[config.mk]
export PLATFORM = sky130hd
export DESIGN_NAME = execute_stage
export DESIGN_NICKNAME = d
export VERILOG_FILES = /design/src/design/exec_pkg.sv /design/src/design/operand_select.sv /design/src/design/alu_slice.sv /design/src/design/shifter.sv /design/src/design/result_select.sv /design/src/design/target_calc.sv /design/src/design/execute_stage.sv
export SDC_FILE = /design/constraint.sdc
export NUM_CORES = 1
export LEC_CHECK = 0
export ABC_AREA = 1
export ABC_CLOCK_PERIOD_IN_PS = 6650
export CORE_MARGIN = 10
export CORE_UTILIZATION = 35
export DETAILED_ROUTE_END_ITERATION = 12
export DONT_BUFFER_PORTS = 1
export GPL_ROUTABILITY_DRIVEN = 0
export SETUP_SLACK_MARGIN = 0.02
export SYNTH_ARGS = -nofsm -noshare
export SYNTH_HDL_FRONTEND = slang
export SYNTH_SLANG_ARGS = --single-unit
export TNS_END_PERCENT = 100
[constraint.sdc]
create_clock -name clk -period 6.65 [get_ports clk]
set_input_delay 0 -clock clk [delete_from_list [all_inputs] [get_ports clk]]
set_output_delay 0 -clock clk [all_outputs]
set_load 0.01 [all_outputs]
[src/design/exec_pkg.sv]
// execute stage package.
// widths, word and code types, operation codes and the request and response structs.
package exec_pkg;

  localparam int word_w     = 16;
  localparam int nibble_w   = 4;
  localparam int num_slices = 4;

  typedef logic [word_w-1:0]   word_t;
  typedef logic [nibble_w-1:0] nibble_t;
  typedef logic [2:0]          alu_op_t;
  typedef logic [2:0]          res_sel_t;
  typedef logic [1:0]          set_cond_t;

  // ~~~~~~~~~~~~~~~~~~~~~~~~~~~~~~~~~~~~~~~
  // alu operations, shifts in the low half.
  // ~~~~~~~~~~~~~~~~~~~~~~~~~~~~~~~~~~~~~~~
  localparam alu_op_t op_rol = 3'd0;
  localparam alu_op_t op_sll = 3'd1;
  localparam alu_op_t op_ror = 3'd2;
  localparam alu_op_t op_srl = 3'd3;
  localparam alu_op_t op_add = 3'd4;
  localparam alu_op_t op_and = 3'd5;
  localparam alu_op_t op_or  = 3'd6;
  localparam alu_op_t op_xor = 3'd7;

  localparam res_sel_t res_alu    = 3'd0;
  localparam res_sel_t res_pass_a = 3'd1;
  localparam res_sel_t res_pass_b = 3'd2;
  localparam res_sel_t res_set    = 3'd3;
  localparam res_sel_t res_btr    = 3'd4;
  localparam res_sel_t res_slbi   = 3'd5;

  localparam set_cond_t cond_eq = 2'd0;
  localparam set_cond_t cond_lt = 2'd1;
  localparam set_cond_t cond_le = 2'd2;
  localparam set_cond_t cond_co = 2'd3;

  // ~~~~~~~~~~~~~~~~~~~~~~~~~~~~~~~~~~~~~~~
  // stage interface structs.
  // ~~~~~~~~~~~~~~~~~~~~~~~~~~~~~~~~~~~~~~~
  typedef struct packed {
    alu_op_t   alu_op;
    logic      src_imm;
    logic      inv_a;
    logic      inv_b;
    logic      cin;
    logic      sign;
    res_sel_t  res_sel;
    set_cond_t set_cond;
    logic      jump_reg;
  } exec_ctrl_t;

  typedef struct packed {
    exec_ctrl_t ctrl;
    word_t      rs_a;
    word_t      rs_b;
    word_t      imm;
    word_t      pc;
    word_t      jump_off;
  } exec_req_t;

  typedef struct packed {
    word_t result;
    word_t branch_target;
    word_t jump_target;
    logic  zero;
    logic  ltz;
    logic  err;
  } exec_rsp_t;

  // slice 0 holds the low nibble.
  typedef struct packed {
    nibble_t [num_slices-1:0] a;
    nibble_t [num_slices-1:0] b;
  } slice_ops_t;

endpackage

[src/design/operand_select.sv]
// operand select for the execute stage.
// picks operand b, applies the inversions and splits both words into slice nibbles.
`timescale 1ns/1ns

module operand_select (
  input  exec_pkg::exec_ctrl_t ctrl,
  input  exec_pkg::word_t      rs_a,
  input  exec_pkg::word_t      rs_b,
  input  exec_pkg::word_t      imm,
  output exec_pkg::word_t      op_b,
  output exec_pkg::word_t      op_a_full,
  output exec_pkg::word_t      op_b_full,
  output exec_pkg::slice_ops_t slice_ops
);

  import exec_pkg::*;

  // raw operand b, also used for shift amounts and pass_b.
  always_comb begin
    if (ctrl.src_imm) begin
      op_b = imm;
    end else begin
      op_b = rs_b;
    end
  end

  // inverted operands let the adder do subtraction with cin.
  always_comb begin
    if (ctrl.inv_a) begin
      op_a_full = ~rs_a;
    end else begin
      op_a_full = rs_a;
    end
  end

  always_comb begin
    if (ctrl.inv_b) begin
      op_b_full = ~op_b;
    end else begin
      op_b_full = op_b;
    end
  end

  // one nibble of each operand per slice.
  always_comb begin
    for (int i = 0; i < num_slices; i++) begin
      slice_ops.a[i] = op_a_full[i*nibble_w +: nibble_w];
      slice_ops.b[i] = op_b_full[i*nibble_w +: nibble_w];
    end
  end

endmodule

[src/design/alu_slice.sv]
// 4-bit alu slice.
// ripple-carry add or bitwise logic, with carry out and signed overflow.
`timescale 1ns/1ns

module alu_slice (
  input  exec_pkg::alu_op_t alu_op,
  input  exec_pkg::nibble_t a,
  input  exec_pkg::nibble_t b,
  input  logic              carry_in,
  output exec_pkg::nibble_t sum,
  output logic              carry_out,
  output logic              ovf
);

  import exec_pkg::*;

  logic [nibble_w:0] carry;
  nibble_t           add_sum;

  // bit-serial ripple chain.
  always_comb begin
    carry[0] = carry_in;
    for (int i = 0; i < nibble_w; i++) begin
      add_sum[i]   = a[i] ^ b[i] ^ carry[i];
      carry[i+1]   = (a[i] & b[i]) | (carry[i] & (a[i] ^ b[i]));
    end
  end

  always_comb begin
    case (alu_op)
      op_and:  sum = a & b;
      op_or:   sum = a | b;
      op_xor:  sum = a ^ b;
      default: sum = add_sum;
    endcase
  end

  assign carry_out = carry[nibble_w];

  // carry into and out of the top bit disagree on overflow.
  assign ovf = carry[nibble_w] ^ carry[nibble_w-1];

endmodule

[src/design/shifter.sv]
// barrel shifter for the execute stage.
// four log stages handle rol, sll and srl. ror reuses the rol path.
`timescale 1ns/1ns

module shifter (
  input  exec_pkg::alu_op_t alu_op,
  input  exec_pkg::word_t   a,
  input  exec_pkg::nibble_t amount,
  output exec_pkg::word_t   shifted
);

  import exec_pkg::*;

  nibble_t stage_amt;
  word_t   stage [0:nibble_w];

  // rotate right by n is rotate left by sixteen minus n.
  always_comb begin
    if (alu_op == op_ror) begin
      stage_amt = -amount;
    end else begin
      stage_amt = amount;
    end
  end

  assign stage[0] = a;

  // ~~~~~~~~~~~~~~~~~~~~~~~~~~~~~~~~~~~~~~~
  // stage g moves by 2**g bits.
  // ~~~~~~~~~~~~~~~~~~~~~~~~~~~~~~~~~~~~~~~
  for (genvar g = 0; g < nibble_w; g++) begin : g_stage
    localparam int sh = 1 << g;

    word_t moved;

    always_comb begin
      case (alu_op)
        op_sll:  moved = stage[g] << sh;
        op_srl:  moved = stage[g] >> sh;
        default: moved = (stage[g] << sh) | (stage[g] >> (word_w - sh));
      endcase
    end

    assign stage[g+1] = stage_amt[g] ? moved : stage[g];
  end

  assign shifted = stage[nibble_w];

endmodule

[src/design/result_select.sv]
// result select for the execute stage.
// joins the alu word, derives flags and set conditions, then muxes the final result.
`timescale 1ns/1ns

module result_select (
  input  exec_pkg::exec_ctrl_t ctrl,
  input  exec_pkg::word_t      slice_sum,
  input  logic                 carry_out,
  input  logic                 ovf,
  input  exec_pkg::word_t      shifted,
  input  exec_pkg::word_t      rs_a,
  input  exec_pkg::word_t      op_b,
  input  exec_pkg::word_t      imm,
  output exec_pkg::word_t      result,
  output logic                 zero,
  output logic                 ltz,
  output logic                 alu_err
);

  import exec_pkg::*;

  logic  is_shift;
  logic  set_hit;
  word_t alu_word;
  word_t btr_word;
  word_t slbi_word;

  assign is_shift = ctrl.alu_op inside {op_rol, op_sll, op_ror, op_srl};
  assign alu_word = is_shift ? shifted : slice_sum;

  // ~~~~~~~~~~~~~~~~~~~~~~~~~~~~~~~~~~~~~~~
  // flags and set conditions.
  // ~~~~~~~~~~~~~~~~~~~~~~~~~~~~~~~~~~~~~~~
  assign zero = (alu_word == '0);

  // unsigned compare works off the borrow, i.e. no carry out.
  always_comb begin
    if (ctrl.sign) begin
      ltz = alu_word[word_w-1] ^ ovf;
    end else begin
      ltz = ~carry_out;
    end
  end

  always_comb begin
    case (ctrl.set_cond)
      cond_eq: set_hit = zero;
      cond_lt: set_hit = ltz;
      cond_le: set_hit = zero | ltz;
      cond_co: set_hit = ctrl.sign ? ovf : carry_out;
      default: set_hit = 1'b0;
    endcase
  end

  assign alu_err = ctrl.sign & (ctrl.alu_op == op_add) & ovf;

  // ~~~~~~~~~~~~~~~~~~~~~~~~~~~~~~~~~~~~~~~
  // special results and final mux.
  // ~~~~~~~~~~~~~~~~~~~~~~~~~~~~~~~~~~~~~~~
  always_comb begin
    for (int i = 0; i < word_w; i++) begin
      btr_word[i] = rs_a[word_w-1-i];
    end
  end

  assign slbi_word = (rs_a << 8) | imm;

  always_comb begin
    case (ctrl.res_sel)
      res_alu:    result = alu_word;
      res_pass_a: result = rs_a;
      res_pass_b: result = op_b;
      res_set:    result = word_t'(set_hit);
      res_btr:    result = btr_word;
      res_slbi:   result = slbi_word;
      default:    result = alu_word;
    endcase
  end

endmodule

[src/design/target_calc.sv]
// branch and jump target adders.
// the branch carry feeds the stage error flag.
`timescale 1ns/1ns

module target_calc (
  input  logic            jump_reg,
  input  exec_pkg::word_t pc,
  input  exec_pkg::word_t imm,
  input  exec_pkg::word_t rs_a,
  input  exec_pkg::word_t jump_off,
  output exec_pkg::word_t branch_target,
  output exec_pkg::word_t jump_target,
  output logic            branch_carry
);

  import exec_pkg::*;

  logic [word_w:0] branch_full;
  word_t           jump_base;

  // one extra bit holds the carry out.
  assign branch_full   = {1'b0, pc} + {1'b0, imm};
  assign branch_target = branch_full[word_w-1:0];
  assign branch_carry  = branch_full[word_w];

  // register jumps take rs_a as base.
  always_comb begin
    if (jump_reg) begin
      jump_base = rs_a;
    end else begin
      jump_base = pc;
    end
  end

  assign jump_target = jump_base + jump_off;

endmodule

[src/design/execute_stage.sv]
// execute stage top level.
// combinational alu, shifter and target path, registered on the valid strobe.
`timescale 1ns/1ns

module execute_stage (
  input  logic                clk,
  input  logic                rst_n,
  input  logic                in_valid,
  input  exec_pkg::exec_req_t req,
  output logic                out_valid,
  output exec_pkg::exec_rsp_t rsp
);

  import exec_pkg::*;

  word_t                    op_b;
  word_t                    op_a_full;
  slice_ops_t               slice_ops;
  logic [num_slices:0]      carry;
  logic [num_slices-1:0]    slice_ovf;
  nibble_t [num_slices-1:0] slice_sum;
  word_t                    shifted;
  logic                     alu_err;
  logic                     branch_carry;
  logic                     is_pass;
  exec_rsp_t                rsp_next;

  operand_select u_operand_select (
    .ctrl      (req.ctrl),
    .rs_a      (req.rs_a),
    .rs_b      (req.rs_b),
    .imm       (req.imm),
    .op_b      (op_b),
    .op_a_full (op_a_full),
    .op_b_full (),
    .slice_ops (slice_ops)
  );

  // ~~~~~~~~~~~~~~~~~~~~~~~~~~~~~~~~~~~~~~~
  // slice chain, low nibble first.
  // ~~~~~~~~~~~~~~~~~~~~~~~~~~~~~~~~~~~~~~~
  assign carry[0] = req.ctrl.cin;

  for (genvar g = 0; g < num_slices; g++) begin : g_slice
    alu_slice u_alu_slice (
      .alu_op    (req.ctrl.alu_op),
      .a         (slice_ops.a[g]),
      .b         (slice_ops.b[g]),
      .carry_in  (carry[g]),
      .sum       (slice_sum[g]),
      .carry_out (carry[g+1]),
      .ovf       (slice_ovf[g])
    );
  end

  shifter u_shifter (
    .alu_op  (req.ctrl.alu_op),
    .a       (op_a_full),
    .amount  (op_b[nibble_w-1:0]),
    .shifted (shifted)
  );

  result_select u_result_select (
    .ctrl      (req.ctrl),
    .slice_sum (slice_sum),
    .carry_out (carry[num_slices]),
    .ovf       (slice_ovf[num_slices-1]),
    .shifted   (shifted),
    .rs_a      (req.rs_a),
    .op_b      (op_b),
    .imm       (req.imm),
    .result    (rsp_next.result),
    .zero      (rsp_next.zero),
    .ltz       (rsp_next.ltz),
    .alu_err   (alu_err)
  );

  target_calc u_target_calc (
    .jump_reg      (req.ctrl.jump_reg),
    .pc            (req.pc),
    .imm           (req.imm),
    .rs_a          (req.rs_a),
    .jump_off      (req.jump_off),
    .branch_target (rsp_next.branch_target),
    .jump_target   (rsp_next.jump_target),
    .branch_carry  (branch_carry)
  );

  // pass-through results never flag an error.
  assign is_pass      = (req.ctrl.res_sel == res_pass_a) || (req.ctrl.res_sel == res_pass_b);
  assign rsp_next.err = (alu_err | branch_carry) & ~is_pass;

  // ~~~~~~~~~~~~~~~~~~~~~~~~~~~~~~~~~~~~~~~
  // output register.
  // ~~~~~~~~~~~~~~~~~~~~~~~~~~~~~~~~~~~~~~~
  always_ff @(posedge clk) begin
    if (!rst_n) begin
      out_valid <= 1'b0;
      rsp       <= '0;
    end else begin
      out_valid <= in_valid;
      if (in_valid) begin
        rsp <= rsp_next;
      end
    end
  end

  a_valid_latency: assert property (@(posedge clk) disable iff (!rst_n)
    out_valid == $past(in_valid));

  a_rsp_hold: assert property (@(posedge clk) disable iff (!rst_n)
    !out_valid && $past(rst_n) |-> $stable(rsp));

  a_pass_no_err: assert property (@(posedge clk) disable iff (!rst_n)
    in_valid && is_pass |=> !rsp.err);

endmodule

Word-level counts from Yosys, hierarchy flattened:

Cells that the tools add are included.

* flip-flop bits (word level): 52
* bits of input ports: 97
* output and inout bits: 52
* word-level logic and storage cells: 160

* add/sub/neg operators: 3
* eq/ne operators: 15
* muxes and demuxes: 22
* bitwise logic cells: 108
* reductions and logical operators: 5

Operator list (count)
* two-way mux 16 bit: 9
* one-hot mux 16 bit (2 select lines): 4
* one-hot mux 16 bit (5 select lines): 1
* one-hot mux 4 bit (3 select lines): 4
* bitwise AND 1 bit: 35
* XOR 1 bit: 34
* NOT 16 bit: 2
* == test 3 bit (second input constant): 6
* bitwise OR 1 bit: 18
* adder 16 x 16 -> 17 bit: 1
* adder 16 bit: 1
* bitwise AND 4 bit: 4
* logical NOT 16 bit: 1
* bitwise OR 16 x 1 -> 16 bit: 1
* bitwise OR 16 bit: 1
* bitwise OR 16 x 2 -> 16 bit: 1
* bitwise OR 16 x 4 -> 16 bit: 1
* bitwise OR 16 x 8 -> 16 bit: 1
* bitwise OR 4 bit: 4
* XOR 4 bit: 4
* == test 3 x 2 -> 1 bit (second input constant): 4
* == test 3 x 1 -> 1 bit (second input constant): 2
* == test 2 bit (second input constant): 2
* two-way mux 4 bit: 1
* 9 further kinds: 11

Logic depth before layout (Yosys ltp):

Gate-level depths: netlist of run 1.

* depth after elaboration: 42
* mapped depth: 36
* mapped depth without buffers: 35

By module:

From an unflattened synthesis of run 1, not the netlist that was laid out.

* cells, all modules: 1598
* area total of the unflattened synthesis: 9396.5 um2

By module, submodules not included
* target_calc: instances 1, cells an instance 385, area each 2092.0 um2, seq. area each 0.0 um2
* execute_stage: instances 1, cells an instance 231, area each 1875.5 um2, seq. area each 1041.0 um2
* shifter: instances 1, cells an instance 335, area each 1641.6 um2, seq. area each 0.0 um2
* alu_slice: instances 4, cells an instance 57, area each 406.6 um2, seq. area each 0.0 um2
* operand_select: instances 1, cells an instance 222, area each 1189.9 um2, seq. area each 0.0 um2
* result_select: instances 1, cells an instance 197, area each 970.9 um2, seq. area each 0.0 um2

Worst setup path before layout of run 1:

Ideal clock, no wire load.

* kind: input to register
* start: in req[90] (netlist bit)
* end: reg rsp[35] (netlist bit)
* library setup time: 59 ps
* arrival time: 7171 ps
* required time: 6591 ps
* path slack: -580 ps
* cell stages on the path: 36
* path buffers: 1
* cells stage by stage: inv_2 > nand2_1 > nand2_1 > buf_2 > xor2_1 > inv_1 > fa_1 > fa_1 > inv_1 > fa_1 > fa_1 > fa_1 > fa_1 > fa_1 > fa_1 > fa_1 > fa_1 > fa_1 > fa_1 > inv_1 > fa_1 > inv_1 > fa_1 > fa_1 > fa_1 > a221oi_1 > nand2_1 > nor2_1 > nand2_1 > nor2_1 > nand3_1 > nand2_1 > nand2_1 > nand2_1 > nand2_1 > nand2_1

* longest elaborated chain between the ends: 42
* elaborated cells on any way between the ends: 121
* those cells by class: add/sub: 1; mux: 19; bitwise: 100; reduce/logical: 1

RTL lines
* start, declared: line execute_stage.sv:9 `input exec_pkg::exec_req_t req,`
* two-way mux 16 bit (*): line operand_select.sv:20 `if (ctrl.src_imm) begin`
* NOT 16 bit: line operand_select.sv:38 `op_b_full = ~op_b;`
* two-way mux 16 bit: line operand_select.sv:37 `if (ctrl.inv_b) begin`
* XOR 1 bit: line alu_slice.sv:24, alu_slice.sv:25
* bitwise AND 1 bit: line alu_slice.sv:25 `carry[i+1] = (a[i] & b[i]) | (carry[i] & (a[i] ^ b[i]));`
* bitwise OR 1 bit: line alu_slice.sv:25
* bitwise AND 1 bit: line alu_slice.sv:25
* bitwise OR 1 bit: line alu_slice.sv:25
* (+26 left out)
* XOR 1 bit / bitwise AND 1 bit (equally long branches): line alu_slice.sv:24, alu_slice.sv:25
* one-hot mux 4 bit (3 select lines) / bitwise OR 1 bit (equally long branches): line alu_slice.sv:30, alu_slice.sv:25
* two-way mux 16 bit / XOR 1 bit (equally long branches): line result_select.sv:29, alu_slice.sv:41
* XOR 1 bit: line result_select.sv:39 `ltz = alu_word[word_w-1] ^ ovf;`
* two-way mux 1 bit: line result_select.sv:38 `if (ctrl.sign) begin`
* bitwise OR 1 bit: line result_select.sv:49 `cond_le: set_hit = zero | ltz;`
* one-hot mux 1 bit (4 select lines): line result_select.sv:46 `case (ctrl.set_cond)`
* one-hot mux 16 bit (5 select lines) (*): line result_select.sv:69 `case (ctrl.res_sel)`
* end signal, assigned: line execute_stage.sv:103 `rsp <= rsp_next;`
* end, declared: line execute_stage.sv:11 `output exec_pkg::exec_rsp_t rsp`

Every way passes the cells marked *; elsewhere a longest branch is shown, timed or not.
A chain may end at the register's enable or synchronous reset.

Worst setup path after layout of run 1:

Ends and elaborated chain as after synthesis.

==> run metrics, run 1 <==
Synth Area in Compound Gates around a fifth; cts bufs inserted 5; Slew Viols, Final 0; # rows 52; final core utilization 38.7%; most frequent cells in the layout nand2_1 (406), inv_1 (124), nor2_1 (83); Starting Density 35.3%; post-route minimum period 6.62 ns; Max Freq 151 MHz; synth top area cells nand2_1 (22%), dfxtp_1 (15%), ha_1 (11%); first-pass GRT wire length 43600 µm; final WL 28800 µm; Slew HR ~16%; Peak VDD IR about 0.00011 V; Design Area, Final 7780 µm²; Clock Skew 0 ns; IO Port Bufs 0; pin count of the biggest net entering global routing 38; status finished, final reports clean; Final nets between 1000 and 1500; Hold Path Class in2reg; antenna violations before repair 1; clock group share of total power between 20% and 30%; syn nets 1369; die area 26400 µm²; Yosys reg bits 52; maxcap violations 0; fillcell total 2224; Pint between 700 and 800 µW; clk_lat worst skew 0.30 ns; cell repeated most along the worst path fa_2; deepest clock path buffer count 2; Seq/Total Area, Yosys around 15%; Simple-Gate Fraction of Synth Area 35.6%; Slowest cell on crit path fa_1; Setup crit end kind register; CTS clk-pin slew, worst paths 0.08 ns; post-synth top area share 21.7%; Clock Sink Count 52; die height roughly 160 µm; hpwl dp 23400 µm; Die X 162 µm; Core Region 20100 µm²; vias in the first global route 7250; Setup CP Type in2reg; CP peak stage delay 0.45 ns; Pwr Density 170 nW/µm²; share of layout cells above drive strength 1 7.92%; Reg power frac 29.1%; drt pass-1 iters 6; number of nets with antenna violations after routing 0; DR iter-0 viols 876; static leakage between 0.003 and 0.004 µW; # DRC 0; Final period util approximately 100%; RSZ-0062 raised after global routing true; crit-path max FO 15; switching power around 600 µW; Synth cell types 43; Comb pwr share 50.5%; Worst EP required 6.89 ns; dpl cell area roughly 7500 µm²; switch share 45.0%; syn avg cell area between 5 and 6 µm²; Tot GR Track Use 21.0%; Ports 149; Post-Place Cells approximately 1400; Synth area leader nand2_1; H-Tree Depth 2; CTS tree built; Syn. warnings 0; Hold Slack 0.0199 ns; average wire per standard cell 19.8 µm; Worst-Margin Slew 1.25 ns; Setup crit start kind input port; most common cell after layout, fill and taps aside nand2_1; vias 7991; largest family of logic cells by synthesized area simple AND/OR/NAND/NOR gates; CTS Root Cell clkbuf_16; Layout area overhead 9.44%; Synth Instances roughly 1200; Mapped Area between 7000 and 8000 µm²; Synth Area in Adders 16.3%; gr ovfl total 0; post-synthesis mux area share 0%; Vias/cell ~5.5; xor/xnor share of the synthesized area under 10%; crit path DAT 6.86 ns; Non-Filler Instances 1458; setup violators final 0; Hold Fails Final Rpt 0
==> layer usage <==
metal	global-route usage (%)	vias to the layer above	routed length (µm)
met1	27.2	3603	11700
met5	0	-	0
met3	7.25	49	3670
met4	4.55	0	691
li1	-	3907	-
met2	32.8	432	12700
==> cells in the mapped netlist, drive strengths merged <==
cell / count
o21a: 3
nor3: 6
a2111oi: 4
a211oi: 7
ha: 64
a32o: 1
nand4: 20
a21oi: 54
a31oi: 4
xnor2: 5
o21ai: 78
nand2: 414
buf: 26
a22o: 5
fa: 18
o22ai: 26
a221oi: 16
a21boi: 3
o211ai: 6
dfxtp: 52
o221ai: 1
xor2: 26
inv: 137
nand3: 82
a21o: 1
o31ai: 11
o2111ai: 1
nor2: 90
a22oi: 2
or2: 2
clkbuf: 25
==> power by group through the flow <==
stage	sequential, µW	combinational (µW)	clock (µW)
final	385	668	271
after global routing	390	754	290
after CTS	386	644	276
after detailed placement	393	635	0
after global placement	393	632	0
after floorplan	379	478	0
==> worst max-delay path, delay by kind of cell <==
| family | cells | cell delay (ns) |
|---|---|---|
| buffers and inverters | 5 | 0.23 |
| adders and majority gates | 16 | 5.31 |
| xor gates and xnor gates | 1 | 0.15 |
| AOI/OAI and AO/OA | 1 | 0.26 |
| and+or+nand+nor | 12 | 0.89 |
==> cell families (layout without fill, tap and decap cells) <==
kind of cell             after synthesis  in the layout
flip-flops                            52             52
other                                  0              1
adder cells (fa/ha/maj)               82             82
AO/OA/AOI/OAI                        223            223
AND/OR/NAND/NOR                      614            614
buffers and inverters                188            185
XOR/XNOR                              31             31
==> flip-flops by register name, summed over array words and instances, names as in the netlist <==
register   flops
out_valid      1
rsp           51
==> area by class of cell <==
| type | count | area (µm²) | share of cell area [%] |
|---|---|---|---|
| Clock inverter | 3 | 26.3 | 0.338 |
| Sequential cell | 52 | 1040 | 13.4 |
| Timing Repair Buffer | 40 | 315 | 4.05 |
| Inverter | 137 | 522 | 6.71 |
| Antenna cell | 1 | 2.50 | 0.0322 |
| Multi-Input combinational cell | 950 | 5410 | 69.5 |
| Tap cell | 270 | 338 | 4.34 |
| Clock buffer | 5 | 125 | 1.61 |
==> worst paths after layout <==
| check | start | end | slack (ns) | cells after the start |
|---|---|---|---|---|
| max | req[90] | rsp[35]$_SDFFE_PN0P_ | 0.03 | 35 |
| min | req[15] | rsp[18]$_SDFFE_PN0P_ | 0.02 | 4 |
| max reg2reg | rsp[5]$_SDFFE_PN0P_ | rsp[5]$_SDFFE_PN0P_ | 5.39 | 3 |
| min reg2reg | rsp[12]$_SDFFE_PN0P_ | rsp[12]$_SDFFE_PN0P_ | 0.52 | 2 |
==> through the flow <==
step / setup TNS, ns / setup WS [ns] / power, µW
2_1_floorplan: -0.0861 / -0.0861 / 857
3_3_place_gp: -0.443 / -0.218 / 1020
3_5_place_dp: -0.528 / -0.255 / 1030
4_1_cts: 0 / 0.0306 / 1310
5_1_grt: -0.514 / -0.272 / 1430
6_report: 0 / 0.0332 / 1320
==> timing repair <==
item | 4_1_cts | 5_1_grt
hold buffers | 6 | 0
endpoints found under the setup margin | 0 | 5
endpoints found under the hold margin | 22 | 0
resized for setup | 0 | 23
buffers inserted | 0 | 4
Note: power is estimated with default switching activity, not from simulation.
==> run 2: changes to the inputs <==
--- a/config.mk
+++ b/config.mk
@@ -15,5 +15,6 @@
 export SETUP_SLACK_MARGIN = 0.02
 export SYNTH_ARGS = -nofsm -noshare
 export SYNTH_HDL_FRONTEND = slang
+export SYNTH_HIERARCHICAL = 1
 export SYNTH_SLANG_ARGS = --single-unit
 export TNS_END_PERCENT = 100
==> run metrics, run 2 <==
CTS clk-pin slew, worst paths ~0.070 ns; Synth Instances 1595; die height 184 µm; CP peak stage delay 0.39 ns; antenna violations before repair 1; Most Used Layer, Global Route met2; Slew HR 39.4%; cts bufs inserted 5; Slew Viols, Final 0; static leakage 0.00514 µW; status finished, final reports clean; WHS Path Cells 3; Core Region 26200 µm²; H-Tree Depth 2; Pwr Density ~160 nW/µm²; Starting Density between 30% and 40%; Post-Place Cells about 1900; crit-path max FO 33; share of layout cells above drive strength 1 11.8%; Setup CP Type in2reg; first-pass GRT wire length 52800 µm; Worst-Margin Slew 0.904 ns; Vias/cell 5.26; # DRC 0; setup violators final 0; Mapped Area around 9400 µm²; met2 usage 33.0%; Die X 184 µm; Ports 149; fillcell total approximately 2900; pin count of the biggest net entering global routing 61; Worst EP required 6.90 ns; deepest clock path buffer count 2; crit path DAT 6.47 ns; Final period util 93.6%; Layout area overhead 1.18%; vias 9844; Tot GR Track Use about 20%; Hold Fails Final Rpt 0; biggest registers after layout rsp (51), out_valid (1); syn nets 1774; Register-to-Register Path Depth 2; syn avg cell area approximately 5.9 µm²; Final nets about 1700; Clock Skew 0 ns; drt pass-1 iters 5; met1 GRT Util 22.5%; Syn. warnings 6; Peak VDD IR 0.000111 V; Hold Path Class in2reg; GR Layer Usage met3 9.31%; average wire per standard cell ~18 µm; Setup crit start kind input port; final WL about 34000 µm; post-route minimum period between 6 and 7 ns; gr ovfl total 0; Setup crit end kind register; Max Freq 161 MHz; Reg with most FFs rsp; Clock Sink Count between 50 and 60; RSZ-0062 raised after global routing false; Hold Slack 0.00173 ns; final core utilization 36.2%; number of nets with antenna violations after routing 0; max reg flops 51; number of diodes 0; DR iter-0 viols ~1100; hpwl dp 27500 µm; Slowest cell on crit path fa_1; Total Neg Setup Slack 0 ns; most frequent cells in the layout nand2_1 (509), inv_1 (211), nor2_1 (142); vias in the first global route 9333; die area 33700 µm²; CTS Root Cell clkbuf_16; maxcap violations 0; IO Port Bufs 0; # rows 59; most common cell after layout, fill and taps aside nand2_1; CTS tree built; Non-Filler Instances 1871; clk_lat worst skew 0.30 ns
run 2: final timing paths:
path / slack [ns] / startpoint / end
max: 0.43 / req[90] / rsp[35]$_SDFFE_PN0P_
max reg2reg: 5.93 / rsp[3]$_SDFFE_PN0P_ / rsp[3]$_SDFFE_PN0P_
min reg2reg: 0.57 / rsp[30]$_SDFFE_PN0P_ / rsp[30]$_SDFFE_PN0P_
min: 0.002 / in_valid / rsp[35]$_SDFFE_PN0P_
run 2: where the power goes:
group | internal, µW | switching, µW
sequential | 342 | 37.3
combinational | 303 | 531
clock | 177 | 122
total | 822 | 691
run 2: repair_timing:
action,in CTS,in global routing
endpoints found under the setup margin,0,4
gates resized for setup,0,34
hold endpoints to repair,52,0
hold buffers,10,0
setup buffers,0,0
run 2: through the flow:
| stage | cell area, µm² | setup WS (ns) | power (µW) |
|---|---|---|---|
| global placement | 9140 | -0.0510 | 1170 |
| finish | 9480 | 0.427 | 1510 |
| floorplan | 9370 | 0.0283 | 1050 |
| global route | 9480 | 0.00880 | 1650 |
| detailed placement | 9140 | -0.150 | 1180 |
| CTS | 9420 | 0.138 | 1500 |
run 2: worst max-delay path: cells and delay by family:
| family | cells | cell delay [ns] |
|---|---|---|
| adders and majority gates | 16 | 4.39 |
| buffers and inverters | 17 | 0.89 |
| AOI/OAI and AO/OA | 2 | 0.22 |
| and+or+nand+nor | 13 | 0.95 |
run 2: final cells by class:
cell class	count	area (µm²)	share of cell area, %
Clock buffer	5	125	1.32
Clock inverter	3	42.5	0.449
Inverter	243	925	9.75
Multi-Input combinational cell	1203	6660	70.2
Sequential cell	52	1040	11.0
Tap cell	335	419	4.42
Timing Repair Buffer	30	270	2.85
run 2: metal layers:
metal,wire length (µm),share of wire (%),vias up
met5,7,0.020,-
met4,821,2.4,2
met3,4570,13,54
met2,15600,46,415
met1,13200,39,4466
li1,-,-,4907
